[src/verilog/font8x8.mem]
// one glyph per line, glyph code 0 first: 64 bits, top row in the high byte,
// leftmost pixel in the msb of each row byte.
0000000000000000
183C66667E666600
7C66667C66667C00
3C66606060663C00
786C6666666C7800
7E60607860607E00
7E60607860606000
3C66606E66663C00
6666667E66666600
3C18181818183C00
1E0C0C0C0C6C3800
666C7870786C6600
6060606060607E00
63777F6B63636300
66767E7E6E666600
3C66666666663C00
7C66667C60606000
3C666666663C0E00
7C66667C786C6600
3C66603C06663C00
7E18181818181800
6666666666663C00
66666666663C1800
6363636B7F776300
66663C183C666600
6666663C18181800
7E060C1830607E00
3C666E7666663C00
1818381818187E00
FF818181818181FF
AA55AA55AA55AA55
FFFFFFFFFFFFFFFF

[src/verilog/text_display_pkg.sv]
package text_display_pkg;

  // raster, reduced for short simulation runs.
  localparam int H_ACTIVE    = 160;
  localparam int H_TOTAL     = 256;
  localparam int HSYNC_START = 176;
  localparam int HSYNC_END   = 200;
  localparam int V_ACTIVE    = 48;
  localparam int V_TOTAL     = 52;
  localparam int VSYNC_START = 49;
  localparam int VSYNC_END   = 50;
  localparam int X_BITS      = 9;
  localparam int Y_BITS      = 6;

  localparam int TEXT_COLS     = 20;
  localparam int TEXT_ROWS     = 6;
  localparam int WORDS_PER_ROW = 10;  // two cells per word.
  localparam int TEXT_AWIDTH   = 6;
  localparam int TEXT_WORDS    = TEXT_ROWS * WORDS_PER_ROW;
  localparam int COL_BITS      = $clog2(TEXT_COLS);
  localparam int ROW_BITS      = $clog2(TEXT_ROWS);

  // glyph rows top first, leftmost pixel in the msb of each row.
  localparam int    GLYPH_COUNT = 32;
  localparam int    FONT_AWIDTH = 5;
  localparam int    GLYPH_BITS  = 64;
  localparam string FONT_FILE   = "/design/src/verilog/font8x8.mem";

  localparam int LBUF_AWIDTH = $clog2(WORDS_PER_ROW);
  localparam int LBUF_BITS   = 32;   // two colours, two glyph rows.

  localparam int         BLINK_FRAMES  = 2;
  localparam logic [1:0] CURSOR_OFF    = 2'd0;
  localparam logic [1:0] CURSOR_BLINK  = 2'd1;
  localparam logic [1:0] CURSOR_STEADY = 2'd2;

  localparam int PIX_LATENCY = 2;

  // fetch FSM states.
  localparam logic [1:0] ST_IDLE  = 2'd0;
  localparam logic [1:0] ST_BUS   = 2'd1;
  localparam logic [1:0] ST_FONT  = 2'd2;
  localparam logic [1:0] ST_STORE = 2'd3;

  // host port phases.
  localparam logic [1:0] HP_IDLE  = 2'd0;
  localparam logic [1:0] HP_WRITE = 2'd1;
  localparam logic [1:0] HP_ACK   = 2'd2;

  // high cell is the even column.
  typedef union packed {
    logic [31:0] raw;
    struct packed {
      logic [7:0] colour_hi;
      logic [7:0] glyph_hi;
      logic [7:0] colour_lo;
      logic [7:0] glyph_lo;
    } cells;
  } text_word_u;

endpackage
[src/verilog/text_display_top.sv]
`timescale 1ns/100ps

module text_display_top
  (
  input  logic                                     clk_i,
  input  logic                                     rst_i,
  input  logic                                     host_req_i,
  input  logic [text_display_pkg::TEXT_AWIDTH-1:0] host_addr_i,
  input  text_display_pkg::text_word_u             host_data_i,
  output logic                                     host_ack_o,
  input  logic [text_display_pkg::COL_BITS-1:0]    cursor_col_i,
  input  logic [text_display_pkg::ROW_BITS-1:0]    cursor_row_i,
  input  logic [1:0]                               cursor_mode_i,
  output logic [7:0]                               red_o,
  output logic [7:0]                               green_o,
  output logic [7:0]                               blue_o,
  output logic                                     de_o,
  output logic                                     hsync_o,
  output logic                                     vsync_o
  );

  import text_display_pkg::*;

  logic [X_BITS-1:0]      t_x;
  logic [Y_BITS-1:0]      t_y;
  logic                   t_de;
  logic                   t_hsync;
  logic                   t_vsync;
  logic                   t_frame_start;
  logic                   fetch_cyc;
  logic                   fetch_ack;
  logic [TEXT_AWIDTH-1:0] fetch_adr;
  text_word_u             fetch_dat;
  logic [PIX_LATENCY-1:0] de_pipe;
  logic [PIX_LATENCY-1:0] hsync_pipe;
  logic [PIX_LATENCY-1:0] vsync_pipe;

  scan_timing u_timing (
    .clk_i         (clk_i),
    .rst_i         (rst_i),
    .x_o           (t_x),
    .y_o           (t_y),
    .de_o          (t_de),
    .hsync_o       (t_hsync),
    .vsync_o       (t_vsync),
    .frame_start_o (t_frame_start)
  );

  text_ram u_text_ram (
    .clk_i       (clk_i),
    .rst_i       (rst_i),
    .host_req_i  (host_req_i),
    .host_addr_i (host_addr_i),
    .host_data_i (host_data_i),
    .host_ack_o  (host_ack_o),
    .fetch_cyc_i (fetch_cyc),
    .fetch_adr_i (fetch_adr),
    .fetch_dat_o (fetch_dat),
    .fetch_ack_o (fetch_ack)
  );

  text_driver u_driver (
    .clk_i         (clk_i),
    .rst_i         (rst_i),
    .x_i           (t_x),
    .y_i           (t_y),
    .de_i          (t_de),
    .frame_start_i (t_frame_start),
    .cursor_col_i  (cursor_col_i),
    .cursor_row_i  (cursor_row_i),
    .cursor_mode_i (cursor_mode_i),
    .fetch_cyc_o   (fetch_cyc),
    .fetch_adr_o   (fetch_adr),
    .fetch_dat_i   (fetch_dat),
    .fetch_ack_i   (fetch_ack),
    .red_o         (red_o),
    .green_o       (green_o),
    .blue_o        (blue_o)
  );

  // strobes follow the pixel pipeline.
  always_ff @(posedge clk_i or posedge rst_i)
  begin
    if (rst_i)
    begin
      de_pipe    <= '0;
      hsync_pipe <= '0;
      vsync_pipe <= '0;
    end
    else
    begin
      de_pipe    <= {de_pipe[PIX_LATENCY-2:0], t_de};
      hsync_pipe <= {hsync_pipe[PIX_LATENCY-2:0], t_hsync};
      vsync_pipe <= {vsync_pipe[PIX_LATENCY-2:0], t_vsync};
    end
  end

  assign de_o    = de_pipe[PIX_LATENCY-1];
  assign hsync_o = hsync_pipe[PIX_LATENCY-1];
  assign vsync_o = vsync_pipe[PIX_LATENCY-1];

endmodule

[src/verilog/text_driver.sv]
`timescale 1ns/100ps

module text_driver
  (
  input  logic                                     clk_i,
  input  logic                                     rst_i,
  input  logic [text_display_pkg::X_BITS-1:0]      x_i,
  input  logic [text_display_pkg::Y_BITS-1:0]      y_i,
  input  logic                                     de_i,
  input  logic                                     frame_start_i,
  input  logic [text_display_pkg::COL_BITS-1:0]    cursor_col_i,
  input  logic [text_display_pkg::ROW_BITS-1:0]    cursor_row_i,
  input  logic [1:0]                               cursor_mode_i,
  output logic                                     fetch_cyc_o,
  output logic [text_display_pkg::TEXT_AWIDTH-1:0] fetch_adr_o,
  input  text_display_pkg::text_word_u             fetch_dat_i,
  input  logic                                     fetch_ack_i,
  output logic [7:0]                               red_o,
  output logic [7:0]                               green_o,
  output logic [7:0]                               blue_o
  );

  import text_display_pkg::*;

  logic [1:0]             state;
  logic [LBUF_AWIDTH-1:0] word_idx;
  logic [TEXT_AWIDTH-1:0] row_base;
  logic [2:0]             glyph_line;
  text_word_u             cell_word;
  logic [Y_BITS-1:0]      next_y;
  logic                   start_fetch;
  logic [GLYPH_BITS-1:0]  glyph_hi;
  logic [GLYPH_BITS-1:0]  glyph_lo;
  logic [7:0]             row_hi;
  logic [7:0]             row_lo;
  logic [LBUF_BITS-1:0]   lbuf_wr_dat;
  logic [LBUF_BITS-1:0]   lbuf_rd_dat;
  logic [1:0]             blink_cnt;
  logic                   blink_phase;
  logic                   cursor_on;
  logic                   cursor_hit;
  logic                   de_d;
  logic                   cursor_d;
  logic [3:0]             xsub_d;
  logic                   pix_on;
  logic [7:0]             pix_colour;

  // the last raster line prefetches line 0.
  assign next_y = (y_i == Y_BITS'(V_TOTAL - 1)) ? '0 : y_i + 1'b1;
  assign start_fetch = (state == ST_IDLE) && (x_i == X_BITS'(H_ACTIVE)) &&
                       (next_y < Y_BITS'(V_ACTIVE));

  assign fetch_cyc_o = (state == ST_BUS);
  assign fetch_adr_o = row_base + TEXT_AWIDTH'(word_idx);

  always_ff @(posedge clk_i or posedge rst_i)
  begin
    if (rst_i)
    begin
      state      <= ST_IDLE;
      word_idx   <= '0;
      row_base   <= '0;
      glyph_line <= '0;
    end
    else
    begin
      case (state)
        ST_IDLE:
        begin
          if (start_fetch)
          begin
            row_base   <= TEXT_AWIDTH'(next_y[Y_BITS-1:3] * WORDS_PER_ROW);
            glyph_line <= next_y[2:0];
            word_idx   <= '0;
            state      <= ST_BUS;
          end
        end
        ST_BUS:   if (fetch_ack_i) state <= ST_FONT;
        ST_FONT:  state <= ST_STORE;  // glyph rom read.
        ST_STORE:
        begin
          if (word_idx == LBUF_AWIDTH'(WORDS_PER_ROW - 1))
          begin
            state <= ST_IDLE;
          end
          else
          begin
            word_idx <= word_idx + 1'b1;
            state    <= ST_BUS;
          end
        end
        default:  state <= ST_IDLE;
      endcase
    end
  end

  always_ff @(posedge clk_i)
  begin
    if ((state == ST_BUS) && fetch_ack_i)
    begin
      cell_word <= fetch_dat_i;
    end
  end

  font_rom u_font_rom (
    .clk_i   (clk_i),
    .adr_a_i (cell_word.cells.glyph_hi[FONT_AWIDTH-1:0]),
    .dat_a_o (glyph_hi),
    .adr_b_i (cell_word.cells.glyph_lo[FONT_AWIDTH-1:0]),
    .dat_b_o (glyph_lo)
  );

  assign row_hi = glyph_hi[GLYPH_BITS-1 - 8*glyph_line -: 8];
  assign row_lo = glyph_lo[GLYPH_BITS-1 - 8*glyph_line -: 8];
  assign lbuf_wr_dat = {cell_word.cells.colour_hi, cell_word.cells.colour_lo, row_hi, row_lo};

  text_line_buf u_line_buf (
    .clk_i    (clk_i),
    .we_i     (state == ST_STORE),
    .wr_adr_i (word_idx),
    .wr_dat_i (lbuf_wr_dat),
    .rd_adr_i (x_i[LBUF_AWIDTH+3:4]),
    .rd_dat_o (lbuf_rd_dat)
  );

  always_ff @(posedge clk_i or posedge rst_i)
  begin
    if (rst_i)
    begin
      blink_cnt   <= '0;
      blink_phase <= 1'b0;
    end
    else if (frame_start_i)
    begin
      if (blink_cnt == 2'(BLINK_FRAMES - 1))
      begin
        blink_cnt   <= '0;
        blink_phase <= ~blink_phase;
      end
      else
      begin
        blink_cnt <= blink_cnt + 1'b1;
      end
    end
  end

  always_comb
  begin
    case (cursor_mode_i)
      CURSOR_OFF:    cursor_on = 1'b0;
      CURSOR_BLINK:  cursor_on = blink_phase;
      CURSOR_STEADY: cursor_on = 1'b1;
      default:       cursor_on = 1'b0;
    endcase
  end

  assign cursor_hit = cursor_on && (x_i[COL_BITS+2:3] == cursor_col_i) &&
                      (y_i[ROW_BITS+2:3] == cursor_row_i);

  // first stage lines up with the registered line buffer read.
  always_ff @(posedge clk_i or posedge rst_i)
  begin
    if (rst_i)
    begin
      de_d     <= 1'b0;
      cursor_d <= 1'b0;
      xsub_d   <= '0;
    end
    else
    begin
      de_d     <= de_i;
      cursor_d <= cursor_hit;
      xsub_d   <= x_i[3:0];
    end
  end

  assign pix_on     = lbuf_rd_dat[15 - xsub_d];  // odd cell in the low row byte.
  assign pix_colour = xsub_d[3] ? lbuf_rd_dat[23:16] : lbuf_rd_dat[31:24];

  always_ff @(posedge clk_i or posedge rst_i)
  begin
    if (rst_i)
    begin
      red_o   <= '0;
      green_o <= '0;
      blue_o  <= '0;
    end
    else if (de_d && (pix_on || cursor_d))
    begin
      red_o   <= {pix_colour[7:5], 5'b0};
      green_o <= {pix_colour[4:2], 5'b0};
      blue_o  <= {pix_colour[1:0], 6'b0};
    end
    else
    begin
      red_o   <= '0;
      green_o <= '0;
      blue_o  <= '0;
    end
  end

endmodule

[src/verilog/scan_timing.sv]
`timescale 1ns/100ps

module scan_timing
  (
  input  logic                                clk_i,
  input  logic                                rst_i,
  output logic [text_display_pkg::X_BITS-1:0] x_o,
  output logic [text_display_pkg::Y_BITS-1:0] y_o,
  output logic                                de_o,
  output logic                                hsync_o,
  output logic                                vsync_o,
  output logic                                frame_start_o
  );

  import text_display_pkg::*;

  logic line_end;
  logic frame_end;

  assign line_end  = (x_o == X_BITS'(H_TOTAL - 1));
  assign frame_end = (y_o == Y_BITS'(V_TOTAL - 1));

  always_ff @(posedge clk_i or posedge rst_i)
  begin
    if (rst_i)
    begin
      x_o <= '0;
      y_o <= '0;
    end
    else if (line_end)
    begin
      x_o <= '0;
      if (frame_end)
      begin
        y_o <= '0;
      end
      else
      begin
        y_o <= y_o + 1'b1;
      end
    end
    else
    begin
      x_o <= x_o + 1'b1;
    end
  end

  assign de_o    = (x_o < X_BITS'(H_ACTIVE)) && (y_o < Y_BITS'(V_ACTIVE));
  // syncs are active high.
  assign hsync_o = (x_o >= X_BITS'(HSYNC_START)) && (x_o < X_BITS'(HSYNC_END));
  assign vsync_o = (y_o >= Y_BITS'(VSYNC_START)) && (y_o < Y_BITS'(VSYNC_END));
  assign frame_start_o = (x_o == '0) && (y_o == '0);

endmodule

[src/verilog/text_ram.sv]
`timescale 1ns/100ps

module text_ram
  (
  input  logic                                     clk_i,
  input  logic                                     rst_i,
  input  logic                                     host_req_i,
  input  logic [text_display_pkg::TEXT_AWIDTH-1:0] host_addr_i,
  input  text_display_pkg::text_word_u             host_data_i,
  output logic                                     host_ack_o,
  input  logic                                     fetch_cyc_i,
  input  logic [text_display_pkg::TEXT_AWIDTH-1:0] fetch_adr_i,
  output text_display_pkg::text_word_u             fetch_dat_o,
  output logic                                     fetch_ack_o
  );

  import text_display_pkg::*;

  text_word_u             mem [TEXT_WORDS];
  logic [1:0]             host_phase;
  logic                   clr_busy;
  logic [TEXT_AWIDTH-1:0] clr_adr;
  logic                   fetch_req;
  logic                   fetch_gnt;
  logic                   host_gnt;

  assign fetch_req = fetch_cyc_i && !fetch_ack_o;  // cyc still high in the ack cycle.
  assign fetch_gnt = fetch_req && !clr_busy && (host_phase != HP_WRITE);
  assign host_gnt  = host_req_i && (host_phase == HP_IDLE) && !clr_busy && !fetch_req;
  assign host_ack_o = (host_phase == HP_ACK);

  always_ff @(posedge clk_i or posedge rst_i)
  begin
    if (rst_i)
    begin
      host_phase  <= HP_IDLE;
      clr_busy    <= 1'b1;
      clr_adr     <= '0;
      fetch_ack_o <= 1'b0;
    end
    else
    begin
      fetch_ack_o <= fetch_gnt;
      if (clr_busy)
      begin
        clr_busy <= (clr_adr != TEXT_AWIDTH'(TEXT_WORDS - 1));
        clr_adr  <= clr_adr + 1'b1;
      end
      case (host_phase)
        HP_IDLE:  if (host_gnt) host_phase <= HP_WRITE;
        HP_WRITE: host_phase <= HP_ACK;
        HP_ACK:   if (!host_req_i) host_phase <= HP_IDLE;
        default:  host_phase <= HP_IDLE;
      endcase
    end
  end

  // single port: sweep, then host write or fetch read.
  always_ff @(posedge clk_i)
  begin
    if (clr_busy)
    begin
      mem[clr_adr] <= '0;
    end
    else if ((host_phase == HP_WRITE) && (host_addr_i < TEXT_AWIDTH'(TEXT_WORDS)))
    begin
      mem[host_addr_i] <= host_data_i;
    end
    if (fetch_gnt)
    begin
      fetch_dat_o <= mem[fetch_adr_i];
    end
  end

endmodule

[src/verilog/text_line_buf.sv]
`timescale 1ns/100ps

module text_line_buf
  (
  input  logic                                     clk_i,
  input  logic                                     we_i,
  input  logic [text_display_pkg::LBUF_AWIDTH-1:0] wr_adr_i,
  input  logic [text_display_pkg::LBUF_BITS-1:0]   wr_dat_i,
  input  logic [text_display_pkg::LBUF_AWIDTH-1:0] rd_adr_i,
  output logic [text_display_pkg::LBUF_BITS-1:0]   rd_dat_o
  );

  import text_display_pkg::*;

  logic [LBUF_BITS-1:0] mem [WORDS_PER_ROW];

  // written in hblank, read during the active part of the next line.
  always_ff @(posedge clk_i)
  begin
    if (we_i)
    begin
      mem[wr_adr_i] <= wr_dat_i;
    end
    rd_dat_o <= mem[rd_adr_i];
  end

endmodule

[src/verilog/font_rom.sv]
`timescale 1ns/100ps

module font_rom
  (
  input  logic                                     clk_i,
  input  logic [text_display_pkg::FONT_AWIDTH-1:0] adr_a_i,
  output logic [text_display_pkg::GLYPH_BITS-1:0]  dat_a_o,
  input  logic [text_display_pkg::FONT_AWIDTH-1:0] adr_b_i,
  output logic [text_display_pkg::GLYPH_BITS-1:0]  dat_b_o
  );

  import text_display_pkg::*;

  logic [GLYPH_BITS-1:0] rom [GLYPH_COUNT];

  initial
  begin
    $readmemh(FONT_FILE, rom);
  end

  // both cells of a word are looked up in the same cycle.
  always_ff @(posedge clk_i)
  begin
    dat_a_o <= rom[adr_a_i];
    dat_b_o <= rom[adr_b_i];
  end

endmodule

[config.mk]
export PLATFORM = sky130hd
export DESIGN_NAME = text_display_top
export DESIGN_NICKNAME = d
export VERILOG_FILES = /design/src/verilog/text_display_pkg.sv /design/src/verilog/text_display_top.sv /design/src/verilog/text_driver.sv /design/src/verilog/scan_timing.sv /design/src/verilog/text_ram.sv /design/src/verilog/text_line_buf.sv /design/src/verilog/font_rom.sv
export SDC_FILE = /design/constraint.sdc
export NUM_CORES = 1
export LEC_CHECK = 0
export BUFFER_PORTS_ARGS = -buffer_cell sky130_fd_sc_hd__buf_2
export CORE_MARGIN = 2
export CORE_UTILIZATION = 43
export CTS_BUF_LIST = sky130_fd_sc_hd__clkbuf_8
export DETAILED_ROUTE_END_ITERATION = 10
export GPL_TIMING_DRIVEN = 1
export SLEW_MARGIN = 20
export SYNTH_ARGS = -nofsm -noshare
export SYNTH_HDL_FRONTEND = slang
export SYNTH_MEMORY_MAX_BITS = 65536
export SYNTH_SLANG_ARGS = --single-unit
[constraint.sdc]
create_clock -name clk_i -period 9.4 [get_ports clk_i]
set_clock_uncertainty 0.05 [all_clocks]
set_input_delay 1.88 -clock clk_i [delete_from_list [all_inputs] [get_ports clk_i]]
set_output_delay 1.88 -clock clk_i [all_outputs]
set_load 0.03 [all_outputs]
======== Word-level counts from Yosys, hierarchy flattened ========
Memories as Yosys holds them, arrays and structs flattened. A register that Yosys moved wholly into a read port is not among the register bits.
Index checks and enable logic that the tools add are counted.
operators by class
  bitwise logic cells ..................... 1
  $mul .................................... 1
  mux-type cells .......................... 31
  shifts and indexed selects .............. 2
  reduce and logical (&&, ||, !) cells .... 32
  equality and inequality tests ........... 21
  $lt $le $gt $ge ......................... 9
  add/subtract/negate cells ............... 8
operators by type and width
  cell                                                                                  number
  71-bit by 33-bit variable part select with 8-bit output                               2
  32-bit by 6-bit less-than comparator with 1-bit output (second input constant)        1
  32-bit two-way mux                                                                    1
  8-bit two-way mux                                                                     4
  32-bit OR reduction                                                                   1
  6-bit less-than comparator (second input constant)                                    4
  9-bit by 8-bit == test with 1-bit output (second input constant)                      2
  9-bit by 8-bit less-than comparator with 1-bit output (second input constant)         2
  1-bit logical AND                                                                     17
  6-bit by 1-bit adder with 6-bit output (second input constant)                        2
  6-bit two-way mux                                                                     2
  1-bit two-way mux                                                                     11
  2-bit two-way mux                                                                     5
  9-bit by 1-bit adder with 9-bit output (second input constant)                        1
  9-bit by 8-bit greater-or-equal comparator with 1-bit output (second input constant)  1
  9-bit zero test                                                                       1
  9-bit two-way mux                                                                     1
  2-bit by 1-bit == test with 1-bit output (second input constant)                      4
  2-bit == test (second input constant)                                                 4
  4-bit two-way mux                                                                     2
  2-bit case mux with 4 select lines                                                    1
  4-bit case mux with 2 select lines                                                    1
  2-bit AND reduction                                                                   4
  6-bit by 6-bit subtractor with 7-bit output (first input constant)                    1
  other kinds (23)                                                                      30
storage, ports and cells
  input bits .............................. 51
  bits in registers ....................... 238
  word-level logic and storage cells ...... 131
  memories ................................ 2
  output and inout port bits .............. 28
  bits in writable memories ............... 2240
memories
  memory                   depth  bits a word  rd ports  clocked after Yosys merged registers in  wr ports  line                 text
  u_text_ram.mem           60     32           1         1                                        1         text_ram.sv:19       text_word_u mem [TEXT_WORDS];
  u_driver.u_line_buf.mem  10     32           1         1                                        1         text_line_buf.sv:15  logic [LBUF_BITS-1:0] mem [WORDS_PER_ROW];

======== Depth between registers and ports, before layout ========
  word-level depth ........................ 7
  mapped depth ............................ 12
  mapped depth without buffers ............ 9

======== By module ========
From an unflattened synthesis, not the netlist that was laid out.
second synthesis, totals
  cell total of the unflattened synthesis .. 4465
  area, all modules ....................... 94102.8 sq um
by module, submodules not included
  module            cells each  instances  sequential area each (sq um)  area each (sq um)
  text_ram          3272        1          58867.7                       75024.5
  text_line_buf     698         1          10249.8                       13290.2
  text_driver       271         1          1556.5                        3769.9
  font_rom          129         1          0.0                           964.7
  scan_timing       88          1          375.4                         899.6
  text_display_top  7           1          150.1                         153.9

======== Least setup slack after synthesis ========
No wires, ideal clock.
  path kind ............................... input to register
  start point ............................. input port host_addr_i[2] (netlist name)
  end point ............................... memory u_text_ram.mem[53][10] (netlist name) (enable)
  setup slack ............................. 4.666 ns
  library setup time ...................... 0.409 ns
  data required time ...................... 8.941 ns
  buffers on the path ..................... 1
  cell stages on the path ................. 6
  data arrival time ....................... 4.275 ns
  cells stage by stage .................... clkbuf_1 > nand4_1 > nand3b_1 > mux2i_1 > nand2_1 > nor3_1
on the way
  longest elaborated chain between the ends .. 7
  elaborated cells on any way between the ends .. 8
  classes of those cells .................. order compare: 1; mux: 5; reduce/logical: 2
ends and longest elaborated chain
  what                                                                     line                   text
  start: declaration                                                       text_display_top.sv:8  input logic [text_display_pkg::TEXT_AWIDTH-1:0] host_addr_i,
  6-bit less-than comparator                                               text_ram.sv:65         else if ((host_phase == HP_WRITE) && (host_addr_i < TEXT_AWIDTH'(TEXT_WORDS)))
  1-bit logical AND                                                        text_ram.sv:65
  1-bit two-way mux                                                        text_ram.sv:65
  1-bit two-way mux                                                        text_ram.sv:61         if (clr_busy)
  1-bit two-way mux (implied by the code)                                  text_ram.sv:67         mem[host_addr_i] <= host_data_i;
  32-bit OR reduction (no source line)                                     -
  6-bit two-way mux (no source line) or 1-bit two-way mux (tied branches)  -
  end: declaration                                                         text_ram.sv:19
Parallel ways exist; a longest one is shown, timed or not.

======== Final worst setup path ========
  start point ............................. register u_driver.word_idx[2]
  end point ............................... register u_text_ram.fetch_dat_o[8] (netlist name), read port of u_text_ram.mem (data pin)
on the way
  longest elaborated chain between the ends .. 1
ends and longest elaborated chain
  what                                    line               text
  start: declaration                      text_driver.sv:26  logic [LBUF_AWIDTH-1:0] word_idx;
  start signal: assignment                text_driver.sv:88  word_idx <= word_idx + 1'b1;
  6-bit by 4-bit adder with 6-bit output  text_driver.sv:54  assign fetch_adr_o = row_base + TEXT_AWIDTH'(word_idx);
  end: declaration                        text_ram.sv:13     output text_display_pkg::text_word_u fetch_dat_o,
No other way between the ends.
A chain may end at the register's enable or synchronous reset.

==> results.md <==
- Status: complete, no violations
- Reg2reg end: u_text_ram.fetch_dat_o[8]$_DFFE_PP_
- CP delay by family, top: adder cells
- Synth Instances: 2218
- Primary FF master, synth: edfxtp_1
- CP Max Fanout: 48
- Largest net degree at the start of global routing: 81
- Ys Warns: 0
- CP arrival: 5.57 ns
- Via Count: 22696
- Die Span Y: 335.4 µm
- Final setup TNS: 0 ns
- Finish-stage setup viols: 0
- First-pass GRT wire length: 157700 µm
- Final count of pins violating max slew: 0
- Mapped cell area: 0.04723 mm²
- CTS Hold Bufs: 0
- MaxCap Viol Count: 0
- Die Width: 335.4 µm
- Critical Path, Cell by Cell: inv_1, fa_4, buf_4, mux4_2, mux4_2, o22ai_1, a31oi_1
- Top post-synthesis cells by count: edfxtp_1, mux4_2, nand2_1, nor2_1, dfrtp_1
- Placement Cell Area: 0.04944 mm²
- RR Startpoint: u_driver.word_idx[2]$_DFFE_PP0P_
- Per-cell routed wire length: 26.84 µm
- Setup repair after global routing missed its margin: false
- Total gr overflow: 0
- Clock slew at reported path FFs: 0.06 ns
- Crit Path Class: reg -> reg
- CP Capture Type: register
- CTS tree: yes
- Slew of the pin with the lowest slew margin: 1.076 ns
- All-Layer GR Usage: 19.42%
- CTS Buf Count: 192
- Register-to-Register Path Depth: 7
- Mean Syn Cell Area: 21.30 µm²
- Post-synth EDFFs: 1152
- Critical Path Start Type: register
- Crit-path slowest cell: fa_4
- Synth area leader: edfxtp_1
- Via density: 5.688
- Residual DRC: 0
- Seq cells post-synth: 1219
- Fraction of layout cells with a size suffix above 1: 27.98%
- Core Area: 0.1089 mm²
- Worst Path Required: 9.89 ns
- Final WL: 107100 µm
- Layout-stage area growth over the synthesis result: 12.07%
- Number of fill cells: 8869
- Post-synth top area share: 73.24%
- Resized cells post-CTS: 0
- Hold depth: 0
- Endpoint, Worst Hold: hsync_pipe[1]$_DFF_PP0_
- Vias in the first global route: 23756
- Die footprint: 0.1125 mm²
- H-tree depth: 4
- CTS max path bufs: 3
- Min-delay src: hsync_pipe[0]$_DFF_PP0_
- Sequential element share of the synthesized area: 76.62%
- Final Hold Fails: 0
- Async S/R FF share, synth: 4.184%
- Peak VDD IR: 0.2196 mV
- Drt initial violations: 2254
- Crit path time final: 5.081 ns
- Critical Path Max Stage Delay: 1.46 ns
- Drt pass-1 iters: 5
- Fin cells: 3990
- Yosys cell types: 59
- CTS Sinks: 1219
- WP buf/inv: 2
- Top cell by count, worst path: mux4_2
- NumNets Final: 2497
- Fmax: 0.1968 GHz
- Root buf cell: clkbuf_8
- Gp weighted congestion: 0.8313
- Detailed-placement wirelength estimate: 59410 µm
- Antenna viol nets, final: 0
- Ranking of synthesized cells by area: edfxtp_1, mux4_2, dfrtp_1, mux2i_1, dfxtp_1
- R2R Setup Slk: 4.32 ns
- Design area: 0.05293 mm²
- PwrDens: 203.6 mW/mm²
- Antenna violations before repair: 6
- Pleak: 17.43 nW
- Row cnt: 121
- Worst slew margin: 28.24%
- Io pins: 79
- Port Buf Inserts: 36
- Initial core utilization: 43.39%
- Placed cells: 3646
- Tightest Hold Check Type: reg -> reg
- Clk Latency, worst-skew pair: 0.87 ns
- Count leader, synth: edfxtp_1
- Setup Buffers After CTS: 0
- Final period utilization: 54.06%
[worst register-to-register path, delay by kind of cell (launching register included)]
family	cells	cell delay [ns]
adders and majority gates	1	1.46
muxes	2	1.01
buffers and inverters	2	0.98
AOI/OAI and AO/OA	2	0.77
DFF	1	0.54
[cells in the final DEF, fill, tap and decap left out, drive strengths merged, types with 40 or more instances in the layout]
master,instances
nand2,75
mux4,305
a21oi,40
inv,87
buf,131
dfrtp,50
edfxtp,1152
nor2,71
mux2i,46
clkinv,62
clkbuf,201
[area by class of cell]
cell class	instances	area (µm²)	share of cell area, %
Sequential cell	1219	36200	68.38
Multi-Input combinational cell	865	10510	19.85
Clock buffer	201	2766	5.226
Tap cell	1414	1769	3.342
Timing Repair Buffer	131	938.4	1.773
Clock inverter	139	683.2	1.291
Inverter	18	67.56	0.1276
Antenna cell	3	7.507	0.01418
[report_power, final]
part	leakage, nW	switching [W]	internal [W]
combinational	4.06	0.000440	0.000108
clock	2.00	0.00199	0.00205
sequential	11.4	0.0000113	0.00618
[logic make-up after synthesis]
family	after synthesis	synth area share (%)
other	1	0.007939
AND/OR/NAND/NOR	302	3.131
buffers and inverters	149	1.573
multiplexers	359	15.71
AO/OA/AOI/OAI	152	2.124
flip-flops	1219	76.62
adder cells (fa/ha/maj)	19	0.5192
XOR/XNOR	17	0.3152
[registers in the layout (all words and copies together), names as in the netlist, 2 cells and up]
signal and cells:
u_text_ram.host_phase 2, vsync_pipe 2, u_text_ram.fetch_dat_o 16, u_text_ram.mem 960
u_timing.x_o 9, hsync_pipe 2, u_driver.word_idx 4, u_driver.row_base 5
u_driver.state 2, u_driver.red_o 3, u_timing.y_o 6, u_driver.u_line_buf.mem 160
u_driver.cell_word 16, u_driver.u_line_buf.rd_dat_o 16, u_text_ram.clr_adr 6, u_driver.blue_o 2
u_driver.green_o 3, de_pipe 2
[per-stage QoR]
step	power [W]	hold slack [ns]	worst slack, ns	utilization (%)
2_1_floorplan	0.006578	0.2812	4.666	-
3_3_place_gp	0.006817	0.2870	4.283	45.41
3_5_place_dp	0.006851	0.2924	4.267	45.42
4_1_cts	0.01089	0.3035	4.382	48.59
5_1_grt	0.01117	0.3088	4.224	48.63
6_report	0.01078	0.2975	4.319	48.63
[per-layer routing]
layer  vias to the layer above  global-route usage (%)  wire (µm)
met2                       769                   32.08      52850
li1                       9606                       -          -
met1                     12149                   25.79      44130
met4                         6                   6.488       2832
met3                       166                   4.089       7262
met5                         -                       0         33
[worst max path at each step]
stage / startpoint / cells past startpoint / endpoint / slack [ns]
floorplan: host_addr_i[2] / 6 / u_text_ram.mem[53][10]$_DFFE_PP_ / 4.67
global placement: host_addr_i[2] / 8 / u_text_ram.mem[10][27]$_DFFE_PP_ / 4.28
finish: u_driver.word_idx[2]$_DFFE_PP0P_ / 7 / u_text_ram.fetch_dat_o[8]$_DFFE_PP_ / 4.32
CTS: u_driver.word_idx[2]$_DFFE_PP0P_ / 8 / u_text_ram.fetch_dat_o[29]$_DFFE_PP_ / 4.38
detailed placement: host_addr_i[2] / 8 / u_text_ram.mem[10][13]$_DFFE_PP_ / 4.27
global route: u_driver.word_idx[2]$_DFFE_PP0P_ / 7 / u_text_ram.fetch_dat_o[25]$_DFFE_PP_ / 4.22
Power figures use the tool's default switching activity.
